<file path="config.mk">
export PLATFORM = sky130hd
export DESIGN_NAME = exec_stage
export DESIGN_NICKNAME = d
export VERILOG_FILES = /design/src/source/exec_pkg.sv /design/src/source/exec_issue.sv /design/src/source/exec_alu.sv /design/src/source/exec_multiplier.sv /design/src/source/exec_wb_arbiter.sv /design/src/source/exec_stage.sv
export SDC_FILE = /design/constraint.sdc
export NUM_CORES = 2
export LEC_CHECK = 0
export ABC_AREA = 0
export BUFFER_PORTS_ARGS = -buffer_cell sky130_fd_sc_hd__buf_4
export CAP_MARGIN = 20
export CORE_UTILIZATION = 35
export CTS_CLUSTER_DIAMETER = 30
export DETAILED_ROUTE_END_ITERATION = 10
export GPL_TIMING_DRIVEN = 0
export PLACE_DENSITY = 0.61
export SYNTH_ARGS = -nofsm -noshare
export SYNTH_HDL_FRONTEND = slang
export SYNTH_SLANG_ARGS = --single-unit
</file>
<file path="constraint.sdc">
create_clock -name clk -period 24.3 [get_ports clk]
set_input_delay 1.215 -clock clk [delete_from_list [all_inputs] [get_ports clk]]
set_output_delay 1.215 -clock clk [all_outputs]
set_load 0.01 [all_outputs]
</file>
<file path="src/source/exec_pkg.sv">
//----------------------------------------------------------
// execute stage shared types
// widths, micro-op codes and the request/result structs
//----------------------------------------------------------

package exec_pkg;

  //----------------------------------------------------------
  // widths
  //----------------------------------------------------------

  localparam int data_bits     = 32; // rv32 operands
  localparam int reg_addr_bits = 5;  // x0..x31
  localparam int uop_bits      = 4;

  // top two uop bits for the multiply class
  localparam logic [1:0] mul_class = 2'b11;

  //----------------------------------------------------------
  // micro-op codes
  //----------------------------------------------------------

  // 4'b1010 and 4'b1011 left unused
  typedef enum logic [uop_bits-1:0] {
    op_add    = 4'b0000,
    op_sub    = 4'b0001,
    op_and    = 4'b0010,
    op_or     = 4'b0011,
    op_xor    = 4'b0100,
    op_sll    = 4'b0101,
    op_srl    = 4'b0110,
    op_sra    = 4'b0111,
    op_slt    = 4'b1000,
    op_sltu   = 4'b1001,
    op_mul    = 4'b1100, // multiply class starts here
    op_mulh   = 4'b1101,
    op_mulhsu = 4'b1110,
    op_mulhu  = 4'b1111
  } exec_uop;

  // op class from the code alone
  function automatic logic is_mul_op(exec_uop uop);
    return uop[uop_bits-1 -: 2] == mul_class;
  endfunction

  //----------------------------------------------------------
  // link payloads
  //----------------------------------------------------------

  typedef struct packed {
    exec_uop                  uop;
    logic [data_bits-1:0]     op1;
    logic [data_bits-1:0]     op2;
    logic [reg_addr_bits-1:0] waddr; // destination reg
  } exec_req; // 73 bits

  typedef struct packed {
    logic                     wen;   // low for x0
    logic [reg_addr_bits-1:0] waddr;
    logic [data_bits-1:0]     wdata;
  } exec_resp; // 38 bits

endpackage

</file>
<file path="src/source/exec_issue.sv">
//----------------------------------------------------------
// execute issue register
// holds one decoded micro-op and steers it to the alu or
// the multiplier by op class
//----------------------------------------------------------

`timescale 1ns/1ns

module exec_issue import exec_pkg::*; (
  input  logic    clk,
  input  logic    rst,

  // from decode
  input  logic    req_val,
  output logic    req_rdy,
  input  exec_req req,

  // to alu
  output logic    alu_val,
  input  logic    alu_rdy,
  output exec_req alu_req,

  // to multiplier
  output logic    mul_val,
  input  logic    mul_rdy,
  output exec_req mul_req
);

  logic    issue_val;    // register occupied
  exec_req issue_q;      // held micro-op
  logic    issue_is_mul; // class of held op
  logic    target_rdy;   // ready of the chosen unit
  logic    in_xfer;
  logic    out_xfer;

  //----------------------------------------------------------
  // steering
  //----------------------------------------------------------

  assign issue_is_mul = is_mul_op(issue_q.uop); // decoded once here
  assign target_rdy   = issue_is_mul ? mul_rdy : alu_rdy;

  assign alu_val = issue_val & ~issue_is_mul;
  assign mul_val = issue_val & issue_is_mul;
  assign alu_req = issue_q;
  assign mul_req = issue_q;

  // empty, or draining into its unit this cycle
  assign req_rdy  = ~issue_val | target_rdy;
  assign in_xfer  = req_val & req_rdy;
  assign out_xfer = issue_val & target_rdy;

  //----------------------------------------------------------
  // issue register
  //----------------------------------------------------------

  always_ff @(posedge clk) begin
    if (rst) begin
      issue_val <= 1'b0;
    end else if (in_xfer) begin
      issue_val <= 1'b1; // refill, may overlap a drain
    end else if (out_xfer) begin
      issue_val <= 1'b0;
    end
  end

  always_ff @(posedge clk) begin
    if (in_xfer) begin
      issue_q <= req;
    end
  end

endmodule

</file>
<file path="src/source/exec_alu.sv">
//----------------------------------------------------------
// integer alu execute unit
// one-entry input register, result formed combinationally
//----------------------------------------------------------

`timescale 1ns/1ns

module exec_alu import exec_pkg::*; (
  input  logic     clk,
  input  logic     rst,

  // from issue
  input  logic     req_val,
  output logic     req_rdy,
  input  exec_req  req,

  // to writeback arbiter
  output logic     resp_val,
  input  logic     resp_rdy,
  output exec_resp resp
);

  logic                 val_q; // input register full
  exec_req              req_q; // registered operands
  logic                 req_xfer;
  logic                 resp_xfer;
  logic [4:0]           shamt;
  logic [data_bits-1:0] result;

  //----------------------------------------------------------
  // input register
  //----------------------------------------------------------

  assign req_rdy   = resp_rdy | ~val_q;
  assign req_xfer  = req_val & req_rdy;
  assign resp_xfer = resp_val & resp_rdy;

  always_ff @(posedge clk) begin
    if (rst) begin
      val_q <= 1'b0;
    end else if (req_xfer) begin
      val_q <= 1'b1;
    end else if (resp_xfer) begin
      val_q <= 1'b0;
    end
  end

  always_ff @(posedge clk) begin
    if (req_xfer) begin
      req_q <= req; // latched on acceptance
    end
  end

  //----------------------------------------------------------
  // operations
  //----------------------------------------------------------

  assign shamt = req_q.op2[4:0]; // rv32 shifts use 5 bits

  always_comb begin
    case (req_q.uop)
      op_add:  result = req_q.op1 + req_q.op2;
      op_sub:  result = req_q.op1 - req_q.op2;
      op_and:  result = req_q.op1 & req_q.op2;
      op_or:   result = req_q.op1 | req_q.op2;
      op_xor:  result = req_q.op1 ^ req_q.op2;
      op_sll:  result = req_q.op1 << shamt;
      op_srl:  result = req_q.op1 >> shamt;
      op_sra:  result = $signed(req_q.op1) >>> shamt; // sign fill
      op_slt:  result = {{(data_bits-1){1'b0}}, $signed(req_q.op1) < $signed(req_q.op2)};
      op_sltu: result = {{(data_bits-1){1'b0}}, req_q.op1 < req_q.op2};
      default: result = '0; // multiply and spare codes never steered here
    endcase
  end

  // result port
  assign resp_val   = val_q;
  assign resp.wen   = req_q.waddr != '0; // x0 stays zero
  assign resp.waddr = req_q.waddr;
  assign resp.wdata = result;

endmodule

</file>
<file path="src/source/exec_multiplier.sv">
//----------------------------------------------------------
// multiply execute unit
// rv32m mul, mulh, mulhsu and mulhu from one 64-bit product
//----------------------------------------------------------

`timescale 1ns/1ns

module exec_multiplier import exec_pkg::*; (
  input  logic     clk,
  input  logic     rst,

  // from issue
  input  logic     req_val,
  output logic     req_rdy,
  input  exec_req  req,

  // to writeback arbiter
  output logic     resp_val,
  input  logic     resp_rdy,
  output exec_resp resp
);

  logic                   val_q;
  exec_req                req_q;
  logic                   req_xfer;
  logic                   resp_xfer;
  logic                   op1_signed; // sign extend op1
  logic                   op2_signed; // sign extend op2
  logic [2*data_bits-1:0] mul_a;
  logic [2*data_bits-1:0] mul_b;
  logic [2*data_bits-1:0] product;

  //----------------------------------------------------------
  // input register
  //----------------------------------------------------------

  assign req_rdy   = resp_rdy | ~val_q; // pass ready through when draining
  assign req_xfer  = req_val & req_rdy;
  assign resp_xfer = resp_val & resp_rdy;

  always_ff @(posedge clk) begin
    if (rst) begin
      val_q <= 1'b0;
    end else if (req_xfer) begin
      val_q <= 1'b1;
    end else if (resp_xfer) begin
      val_q <= 1'b0;
    end
  end

  always_ff @(posedge clk) begin
    if (req_xfer) begin
      req_q <= req;
    end
  end

  //----------------------------------------------------------
  // product
  //----------------------------------------------------------

  // mulh is signed*signed, mulhsu signed*unsigned
  assign op1_signed = (req_q.uop == op_mulh) | (req_q.uop == op_mulhsu);
  assign op2_signed = (req_q.uop == op_mulh);

  // extend to 64 bits, low 64 of the product then exact
  assign mul_a   = {{data_bits{op1_signed & req_q.op1[data_bits-1]}}, req_q.op1};
  assign mul_b   = {{data_bits{op2_signed & req_q.op2[data_bits-1]}}, req_q.op2};
  assign product = mul_a * mul_b;

  assign resp_val   = val_q;
  assign resp.wen   = req_q.waddr != '0; // suppress x0 writes
  assign resp.waddr = req_q.waddr;
  assign resp.wdata = (req_q.uop == op_mul) ? product[data_bits-1:0]
                                            : product[2*data_bits-1:data_bits]; // high word

endmodule

</file>
<file path="src/source/exec_wb_arbiter.sv">
//----------------------------------------------------------
// writeback arbiter
// round-robin merge of alu and multiplier results into one
// registered writeback port
//----------------------------------------------------------

`timescale 1ns/1ns

module exec_wb_arbiter import exec_pkg::*; (
  input  logic     clk,
  input  logic     rst,

  // alu results
  input  logic     alu_resp_val,
  output logic     alu_resp_rdy,
  input  exec_resp alu_resp,

  // multiplier results
  input  logic     mul_resp_val,
  output logic     mul_resp_rdy,
  input  exec_resp mul_resp,

  // writeback port
  output logic     wb_val,
  input  logic     wb_rdy,
  output exec_resp wb
);

  logic     wb_val_q;
  exec_resp wb_q;
  logic     last_mul;  // last grant went to the multiplier
  logic     grant_alu;
  logic     grant_mul;
  logic     out_free;  // output reg can take a result
  logic     take;

  //----------------------------------------------------------
  // grant
  //----------------------------------------------------------

  // on a tie the side not granted last time wins
  assign grant_mul = mul_resp_val & (~alu_resp_val | ~last_mul);
  assign grant_alu = alu_resp_val & ~grant_mul;

  assign out_free     = ~wb_val_q | wb_rdy;
  assign alu_resp_rdy = out_free & grant_alu;
  assign mul_resp_rdy = out_free & grant_mul;
  assign take         = out_free & (grant_alu | grant_mul);

  //----------------------------------------------------------
  // output register
  //----------------------------------------------------------

  always_ff @(posedge clk) begin
    if (rst) begin
      wb_val_q <= 1'b0;
      last_mul <= 1'b0;
    end else begin
      if (out_free) begin
        wb_val_q <= grant_alu | grant_mul; // refill or empty out
      end
      if (take) begin
        last_mul <= grant_mul;
      end
    end
  end

  always_ff @(posedge clk) begin
    if (take) begin
      wb_q <= grant_mul ? mul_resp : alu_resp;
    end
  end

  assign wb_val = wb_val_q;
  assign wb     = wb_q;

endmodule

</file>
<file path="src/source/exec_stage.sv">
//----------------------------------------------------------
// execute stage top
// issue register, alu, multiplier and writeback arbiter
//----------------------------------------------------------

`timescale 1ns/1ns

module exec_stage import exec_pkg::*; (
  input  logic     clk,
  input  logic     rst,

  // decode side
  input  logic     req_val,
  output logic     req_rdy,
  input  exec_req  req,

  // writeback side
  output logic     wb_val,
  input  logic     wb_rdy,
  output exec_resp wb
);

  // issue to units
  logic     alu_val;
  logic     alu_rdy;
  exec_req  alu_req;
  logic     mul_val;
  logic     mul_rdy;
  exec_req  mul_req;

  // units to arbiter
  logic     alu_resp_val;
  logic     alu_resp_rdy;
  exec_resp alu_resp;
  logic     mul_resp_val;
  logic     mul_resp_rdy;
  exec_resp mul_resp;

  //----------------------------------------------------------
  // instances
  //----------------------------------------------------------

  exec_issue i_issue (
    .clk     (clk),
    .rst     (rst),
    .req_val (req_val),
    .req_rdy (req_rdy),
    .req     (req),
    .alu_val (alu_val),
    .alu_rdy (alu_rdy),
    .alu_req (alu_req),
    .mul_val (mul_val),
    .mul_rdy (mul_rdy),
    .mul_req (mul_req)
  );

  exec_alu i_alu (
    .clk      (clk),
    .rst      (rst),
    .req_val  (alu_val),
    .req_rdy  (alu_rdy),
    .req      (alu_req),
    .resp_val (alu_resp_val),
    .resp_rdy (alu_resp_rdy),
    .resp     (alu_resp)
  );

  exec_multiplier i_mul (
    .clk      (clk),
    .rst      (rst),
    .req_val  (mul_val),
    .req_rdy  (mul_rdy),
    .req      (mul_req),
    .resp_val (mul_resp_val),
    .resp_rdy (mul_resp_rdy),
    .resp     (mul_resp)
  );

  exec_wb_arbiter i_wb_arb (
    .clk          (clk),
    .rst          (rst),
    .alu_resp_val (alu_resp_val),
    .alu_resp_rdy (alu_resp_rdy),
    .alu_resp     (alu_resp),
    .mul_resp_val (mul_resp_val),
    .mul_resp_rdy (mul_resp_rdy),
    .mul_resp     (mul_resp),
    .wb_val       (wb_val),
    .wb_rdy       (wb_rdy),
    .wb           (wb)
  );

endmodule

</file>
Word-level counts from Yosys, hierarchy flattened

Index checks and enable logic that the tools add are counted.

Output and inout bits: 40
Register bits after elaboration: 262

Reduce and logical (&&, ||, !) cells: 6
Mux-type cells: 10
Shifts and indexed selects: 3
Equality and inequality tests: 13
$add $sub $neg: 2
Multiply operators: 1
Bitwise operators: 32
Magnitude comparators: 2

Operator list:

| operator                                                         | count |
|---|---|
| 32-bit one-hot mux with 10 select lines                          | 1 |
| 32-bit < comparator                                              | 2 |
| 33-bit by 33-bit multiplier with 64-bit output                   | 1 |
| 38-bit two-way mux                                               | 1 |
| 32-bit adder                                                     | 1 |
| 32-bit bitwise AND                                               | 1 |
| 32-bit two-way mux                                               | 1 |
| 32-bit bitwise OR                                                | 1 |
| 32-bit by 5-bit left shift with 32-bit output                    | 1 |
| 32-bit by 5-bit right shift with 32-bit output                   | 1 |
| 32-bit by 5-bit >>> shifter with 32-bit output                   | 1 |
| 32-bit subtractor                                                | 1 |
| 32-bit XOR                                                       | 1 |
| 4-bit == test (second input constant)                            | 5 |
| 4-bit by 3-bit == test with 1-bit output (second input constant) | 4 |
| 1-bit bitwise AND                                                | 15 |
| 5-bit nonzero test                                               | 2 |
| 4-bit by 2-bit == test with 1-bit output (second input constant) | 2 |
| 1-bit two-way mux                                                | 7 |
| 1-bit inverter                                                   | 7 |
| 1-bit bitwise OR                                                 | 7 |
| 2-bit nonzero test                                               | 3 |
| 4-bit by 1-bit == test with 1-bit output (second input constant) | 1 |
| 4-bit logical NOT                                                | 1 |
| 2-bit == test (second input constant)                            | 1 |

Logic depth before layout (Yosys ltp)

Word-level depth: 11
Gate-level depth with buffers: 31
Depth with buffers taken out: 29

By module

From an unflattened synthesis, not the netlist that was laid out.

Cells, all modules: 6006
Area, all modules: 56476.7 um^2

Modules (own cells, without submodules):

| module          | cells each | area an instance (um^2) | instances | seq. area each (um^2) |
|---|---|---|---|---|
| exec_multiplier | 4367       | 40548.9                 | 1         | 2212.1 |
| exec_alu        | 1389       | 11354.6                 | 1         | 2212.1 |
| exec_issue      | 155        | 2812.7                  | 1         | 2212.1 |
| exec_wb_arbiter | 95         | 1760.4                  | 1         | 1181.1 |

Least setup slack after synthesis

OpenSTA, ideal clock, no wires.

Path kind: register -> register
Start: register i_mul.req_q[69] (netlist bit)
End: register i_wb_arb.wb_q (netlist bit i_wb_arb.wb[31]), data pin
Required time: 24.025 ns
Setup slack: 15.769 ns
Cell stages (with the launch flop): 29
Library setup time: 0.275 ns
Arrival: 8.256 ns
Clock period less this slack: 8.531 ns
Cell sequence: edfxtp_1 -> xnor2_1 -> nor3b_1 -> clkbuf_1 -> nand2_1 -> fa_1 -> fa_1 -> inv_1 -> fa_1 -> inv_1 -> fa_1 -> inv_1 -> fa_1 -> fa_1 -> inv_1 -> fa_1 -> fa_1 -> inv_1 -> ha_1 -> clkbuf_1 -> a21o_1 -> a21o_1 -> a21oi_1 -> o21ai_0 -> a221o_1 -> a21o_1 -> a41oi_1 -> xnor2_1 -> o221ai_1

Cells in the longest elaborated chain, start to end: 6
Elaborated cells on any way between the ends: 9
Classes of those cells: mul (1); eq/ne (3); mux (2); bitwise (3)

Ends and longest elaborated chain:

| element                                        | RTL line                                     | RTL |
|---|---|---|
| start: declaration                             | exec_multiplier.sv:24                        | `exec_req req_q;` |
| start signal: assignment                       | exec_multiplier.sv:53                        | `req_q <= req;` |
| 4-bit == test (on tied branches)               | exec_multiplier.sv:62, exec_multiplier.sv:63 |  |
| 1-bit bitwise OR                               | exec_multiplier.sv:62                        | `assign op1_signed = (req_q.uop == op_mulh) \| (req_q.uop == op_mulhsu);` |
| 1-bit bitwise AND                              | exec_multiplier.sv:66                        | `assign mul_a = {{data_bits{op1_signed & req_q.op1[data_bits-1]}}, req_q.op1};` |
| 33-bit by 33-bit multiplier with 64-bit output | exec_multiplier.sv:68                        | `assign product = mul_a * mul_b;` |
| 32-bit two-way mux *                           | exec_multiplier.sv:73                        | `assign resp.wdata = (req_q.uop == op_mul) ? product[data_bits-1:0]` |
| 38-bit two-way mux *                           | exec_wb_arbiter.sv:70                        | `wb_q <= grant_mul ? mul_resp : alu_resp;` |
| end signal: assignment                         | exec_wb_arbiter.sv:70                        |  |
| end: declaration                               | exec_wb_arbiter.sv:30                        | `exec_resp wb_q;` |

Mark *: on every way between the ends. The rest lies on a longest branch, timed or not.
A chain may end at the register's enable or synchronous reset.

Worst setup path after layout

Start: register i_mul.req_q (netlist bit i_mul.mul_a[31])
End: register i_wb_arb.wb_q (netlist bit i_wb_arb.wb[28]), data pin

Cells in the longest elaborated chain, start to end: 4

Ends and longest elaborated chain:

| element                                          | RTL line |
|---|---|
| 1-bit bitwise AND                                | exec_multiplier.sv:66 |
| 33-bit by 33-bit multiplier with 64-bit output * | exec_multiplier.sv:68 |
| 32-bit two-way mux *                             | exec_multiplier.sv:73 |
| 38-bit two-way mux *                             | exec_wb_arbiter.sv:70 |

Marks and branches as above.

==> impl_summary.md <==
Status
The run finished with clean final reports.

Clock tree
Buffers inserted during clock tree synthesis total 51. The number of setup buffers added after CTS is 0. The number of gates resized after cts is 0. The H-tree was split into 2 levels. The register clock-pin slew on the reported worst setup and hold paths is 60 ps. The number of buffers inserted for hold repair after clock tree synthesis is 0.

The clock root buffer master is clkbuf_16. For the worst-skew pair, the clock arrives at the later sink with an insertion delay of 620 ps. TritonCTS built the clock tree. The longest clock path from root to sink contains 3 buffers.

The clock net in this run drives a total of 262 sinks.

Synthesis
The mapped netlist covers 55000 µm². Yosys printed 0 warnings. The synthesized instance count is 5806. After synthesis, the share of flip-flops with an asynchronous set or reset is 0%. For this run, the leading register cell type out of synthesis is edfxtp_1. The synthesized design contains 257 enable-type register cells. The leading area contributor after synthesis is fa_1. The number of nets in the synthesized netlist is 7319. After synthesis, the most frequently instantiated cells are 1258 x inv_1, 1127 x fa_1, 887 x nand2_1, 320 x and2_1, 309 x ha_1. The top cell type by area accounts for 41.1% of the synthesized area.

The sequential-to-total area share from yosys stat is 14.2%. Averaged over all synthesized cells, the footprint is 9.47 µm². The count of cell types in the netlist is 97. The number of synthesized register bits is 262. By area the synthesized netlist is led by fa_1 41%, edfxtp_1 14%, inv_1 8.6%, ha_1 7.0%, nand2_1 6.1%.

The library cell with the highest instance count after synthesis is inv_1.

Critical path
Data on the critical path arrives at its endpoint at 11930 ps. Along the worst path, the maximum fanout reaches 10. Among the stages of the critical path, the cell type that occurs most often is fa_1.

The element type at the critical path start is a register. On the worst path, the slowest cell contributes a delay of 940 ps. The largest individual stage delay along the critical path comes from the cell fa_1. At the worst endpoint, the required time is 24560 ps.

The endpoint kind of the worst setup timing path is a register. Counting both buffers and inverters, the worst setup path holds a total of 7. The type of the setup path with the least slack is register to register.

Grouping stages by cell kind, the critical path spends the most delay in adder cells. For the worst flop-to-flop path, the logic depth is 27. The critical path crosses 27 cells after its start point.

Routing
The first detailed-routing pass took 9 iterations. After detailed routing, the number of remaining DRC violations is 0. The routed via count divided by cell count is 5.47. The number of DRC markers after the initial detailed-route iteration is 4611. The routed design has 227000 µm of wire. Summing over every cut layer, the via total after detailed routing is 44.3k.

Dividing the detail-routed wire length by the instance count gives 28.0 µm. The final antenna-violating net count is 0.

Cells and area
The net count reported at finish is 7500. The signed area change from the synthesized netlist to the final layout is 10.1%. After filler insertion, the fill cell instance count of the layout stands at 15.7k. The post-route non-filler standard cell count is 8090.

Of the cells placed in the final design, the portion with a size suffix greater than 1 is 6.27%.

Floorplanning
Measured along the x axis, the die boundary spans 398 µm. In this run the standard cell core region covers 156000 µm². The area of the die is 159000 µm². The height of the die is 398 µm. The number of top-level pins is 117. For this configuration, the core starts out at a cell density of 35.2%. The initialized floorplan defines 145 standard-cell rows.

Global routing
The global-route wire length before repair is 329000 µm. The via count of the first global-routing pass is 46.3k. Global routing used 29.0% of the available tracks. Entering global routing, the biggest net connects 59 pins.

The number of antenna violations at the first check in global routing is 12. The remaining global-route overflow is 0.

Placement
Prior to clock tree synthesis, the placed netlist has a worst setup slack of 12710 ps. Summed over all nets, the half-perimeter wirelength after detailed placement is 190000 µm. The number of buffers added on ports is 116. The placer congestion estimate is 1.05.

The post-placement cell count is 7991.

Power and ir drop
Summed over all nets, the switching power comes to 0.00541 W. VDD sags by at most 0.000289 V. The total internal power is 0.00359 W. The leakage component of the power is 27.9 nW. The clock power share is 8.3%. Registers are responsible for 6.3% of the overall power. The combinational cell fraction of total power is 85.4%. The proportion of total power due to net switching is 60.1%.

Power spread over the standard cell area amounts to 149 nW/µm². Overall power consumption after layout is estimated at 0.00900 W.

STA
Setup repair after global routing left no endpoint under its margin. The clock period minus worst slack is 11680 ps. The worst setup skew after layout is 43.0 ps.

The final cycle utilization of the critical path is 48.1%. The fmax is 0.0856 GHz. The final count of hold timing violations is 0.

For the pin with the worst max-slew slack, the measured transition is 1250 ps. The final number of max-transition violations came to 0. In this run the tightest slew margin relative to its limit is 16.7%.

Setup violations remaining at the end of the flow were counted as 0. The final total negative setup slack is 0 ps. The final worst slack is 12620 ps.

Min path
The worst hold path passes through 0 cells. The path class of the tightest hold or removal check is register to register.

Job
Max-cap violations in this run came to 0.
power groups by stage:
stage	Sequential (W)	Clock (W)	Combinational (W)
floorplan	0.000556	0	0.00462
global placement	0.000580	0	0.00742
detailed placement	0.000577	0	0.00746
CTS	0.000568	0.000758	0.00753
global route	0.000570	0.000776	0.00818
finish	0.000570	0.000748	0.00768
stage by stage:
stage          util [%]  hold slack (ps)  area [µm²]
2_1_floorplan         -              421       55000
3_3_place_gp       37.4              422       58400
3_5_place_dp       37.6              430       58700
4_1_cts            38.8              405       60500
5_1_grt            38.8              428       60500
6_report           38.8              417       60500
state kept, by name, indices dropped and copies added, names as in the netlist, 4 cells and up:
name and cells:
i_issue.alu_req 73, i_alu.req_q 68, i_wb_arb.wb 38, i_mul.mul_a 32, i_mul.mul_b 32, i_alu.resp 5, i_mul.resp 5, i_mul.req_q 4
worst register-to-register path, stage by stage (launching register included):
cell and delay (ps):
edfxtp_1 620, nor3b_1 890, clkbuf_1 760, nand2_1 160, fa_1 540, fa_1 510
inv_1 70, fa_2 770, inv_1 270, fa_1 940, inv_1 470, fa_1 580
fa_1 500, fa_1 490, inv_1 50, fa_1 490, inv_1 50, ha_1 370
clkbuf_1 250, a2111oi_0 770, nand2_1 100, o21ai_0 120, a31oi_1 110, a2111oi_2 380
a211o_2 190, o22ai_1 90, xnor2_1 450, o221ai_1 330
worst paths after layout:
kind	from	to	slack [ps]
max	i_mul.mul_a[31]$_DFFE_PP_	i_wb_arb.wb[28]$_DFFE_PP_	12620
min	i_issue.alu_req[59]$_DFFE_PP_	i_alu.req_q[59]$_DFFE_PP_	420
min reg2reg	i_issue.alu_req[59]$_DFFE_PP_	i_alu.req_q[59]$_DFFE_PP_	420
max reg2reg	i_mul.mul_a[31]$_DFFE_PP_	i_wb_arb.wb[28]$_DFFE_PP_	12620
per-layer routing:
metal	vias up	track usage [%]	wire [µm]
met1	22879	38.5	89400
met4	8	15.5	15100
met2	2513	44.4	99600
met5	-	0	46
li1	18296	-	-
met3	571	5.99	22500
kinds of logic after synthesis:
family / share of synthesized area (%)
AOI/OAI and AO/OA: 8.37
adders and majority gates: 48.1
buffers and inverters: 11.1
xor gates and xnor gates: 1.63
and+or+nand+nor: 13.4
DFF: 14.2
muxes: 3.23
area by class of cell:
type / instances / area [µm²] / share of cell area, %
Timing Repair Buffer: 128 / 1090 / 1.80
Sequential cell: 262 / 7820 / 12.9
Buffer: 331 / 1350 / 2.23
Multi-Input combinational cell: 3952 / 41100 / 67.9
Tap cell: 2058 / 2570 / 4.25
Clock inverter: 43 / 542 / 0.895
Inverter: 1261 / 4730 / 7.82
Antenna cell: 2 / 5.00 / 0.00827
Clock buffer: 53 / 1310 / 2.16
cells in the final DEF, fill, tap and decap left out, types with 143 or more instances in the layout:
cell	instances
edfxtp_1	257
ha_1	309
clkbuf_1	287
nand2_1	887
inv_1	1258
o21ai_0	143
nor2_1	214
and2_1	319
a21oi_1	179
fa_1	1126
(Power assumes the default switching activity.)
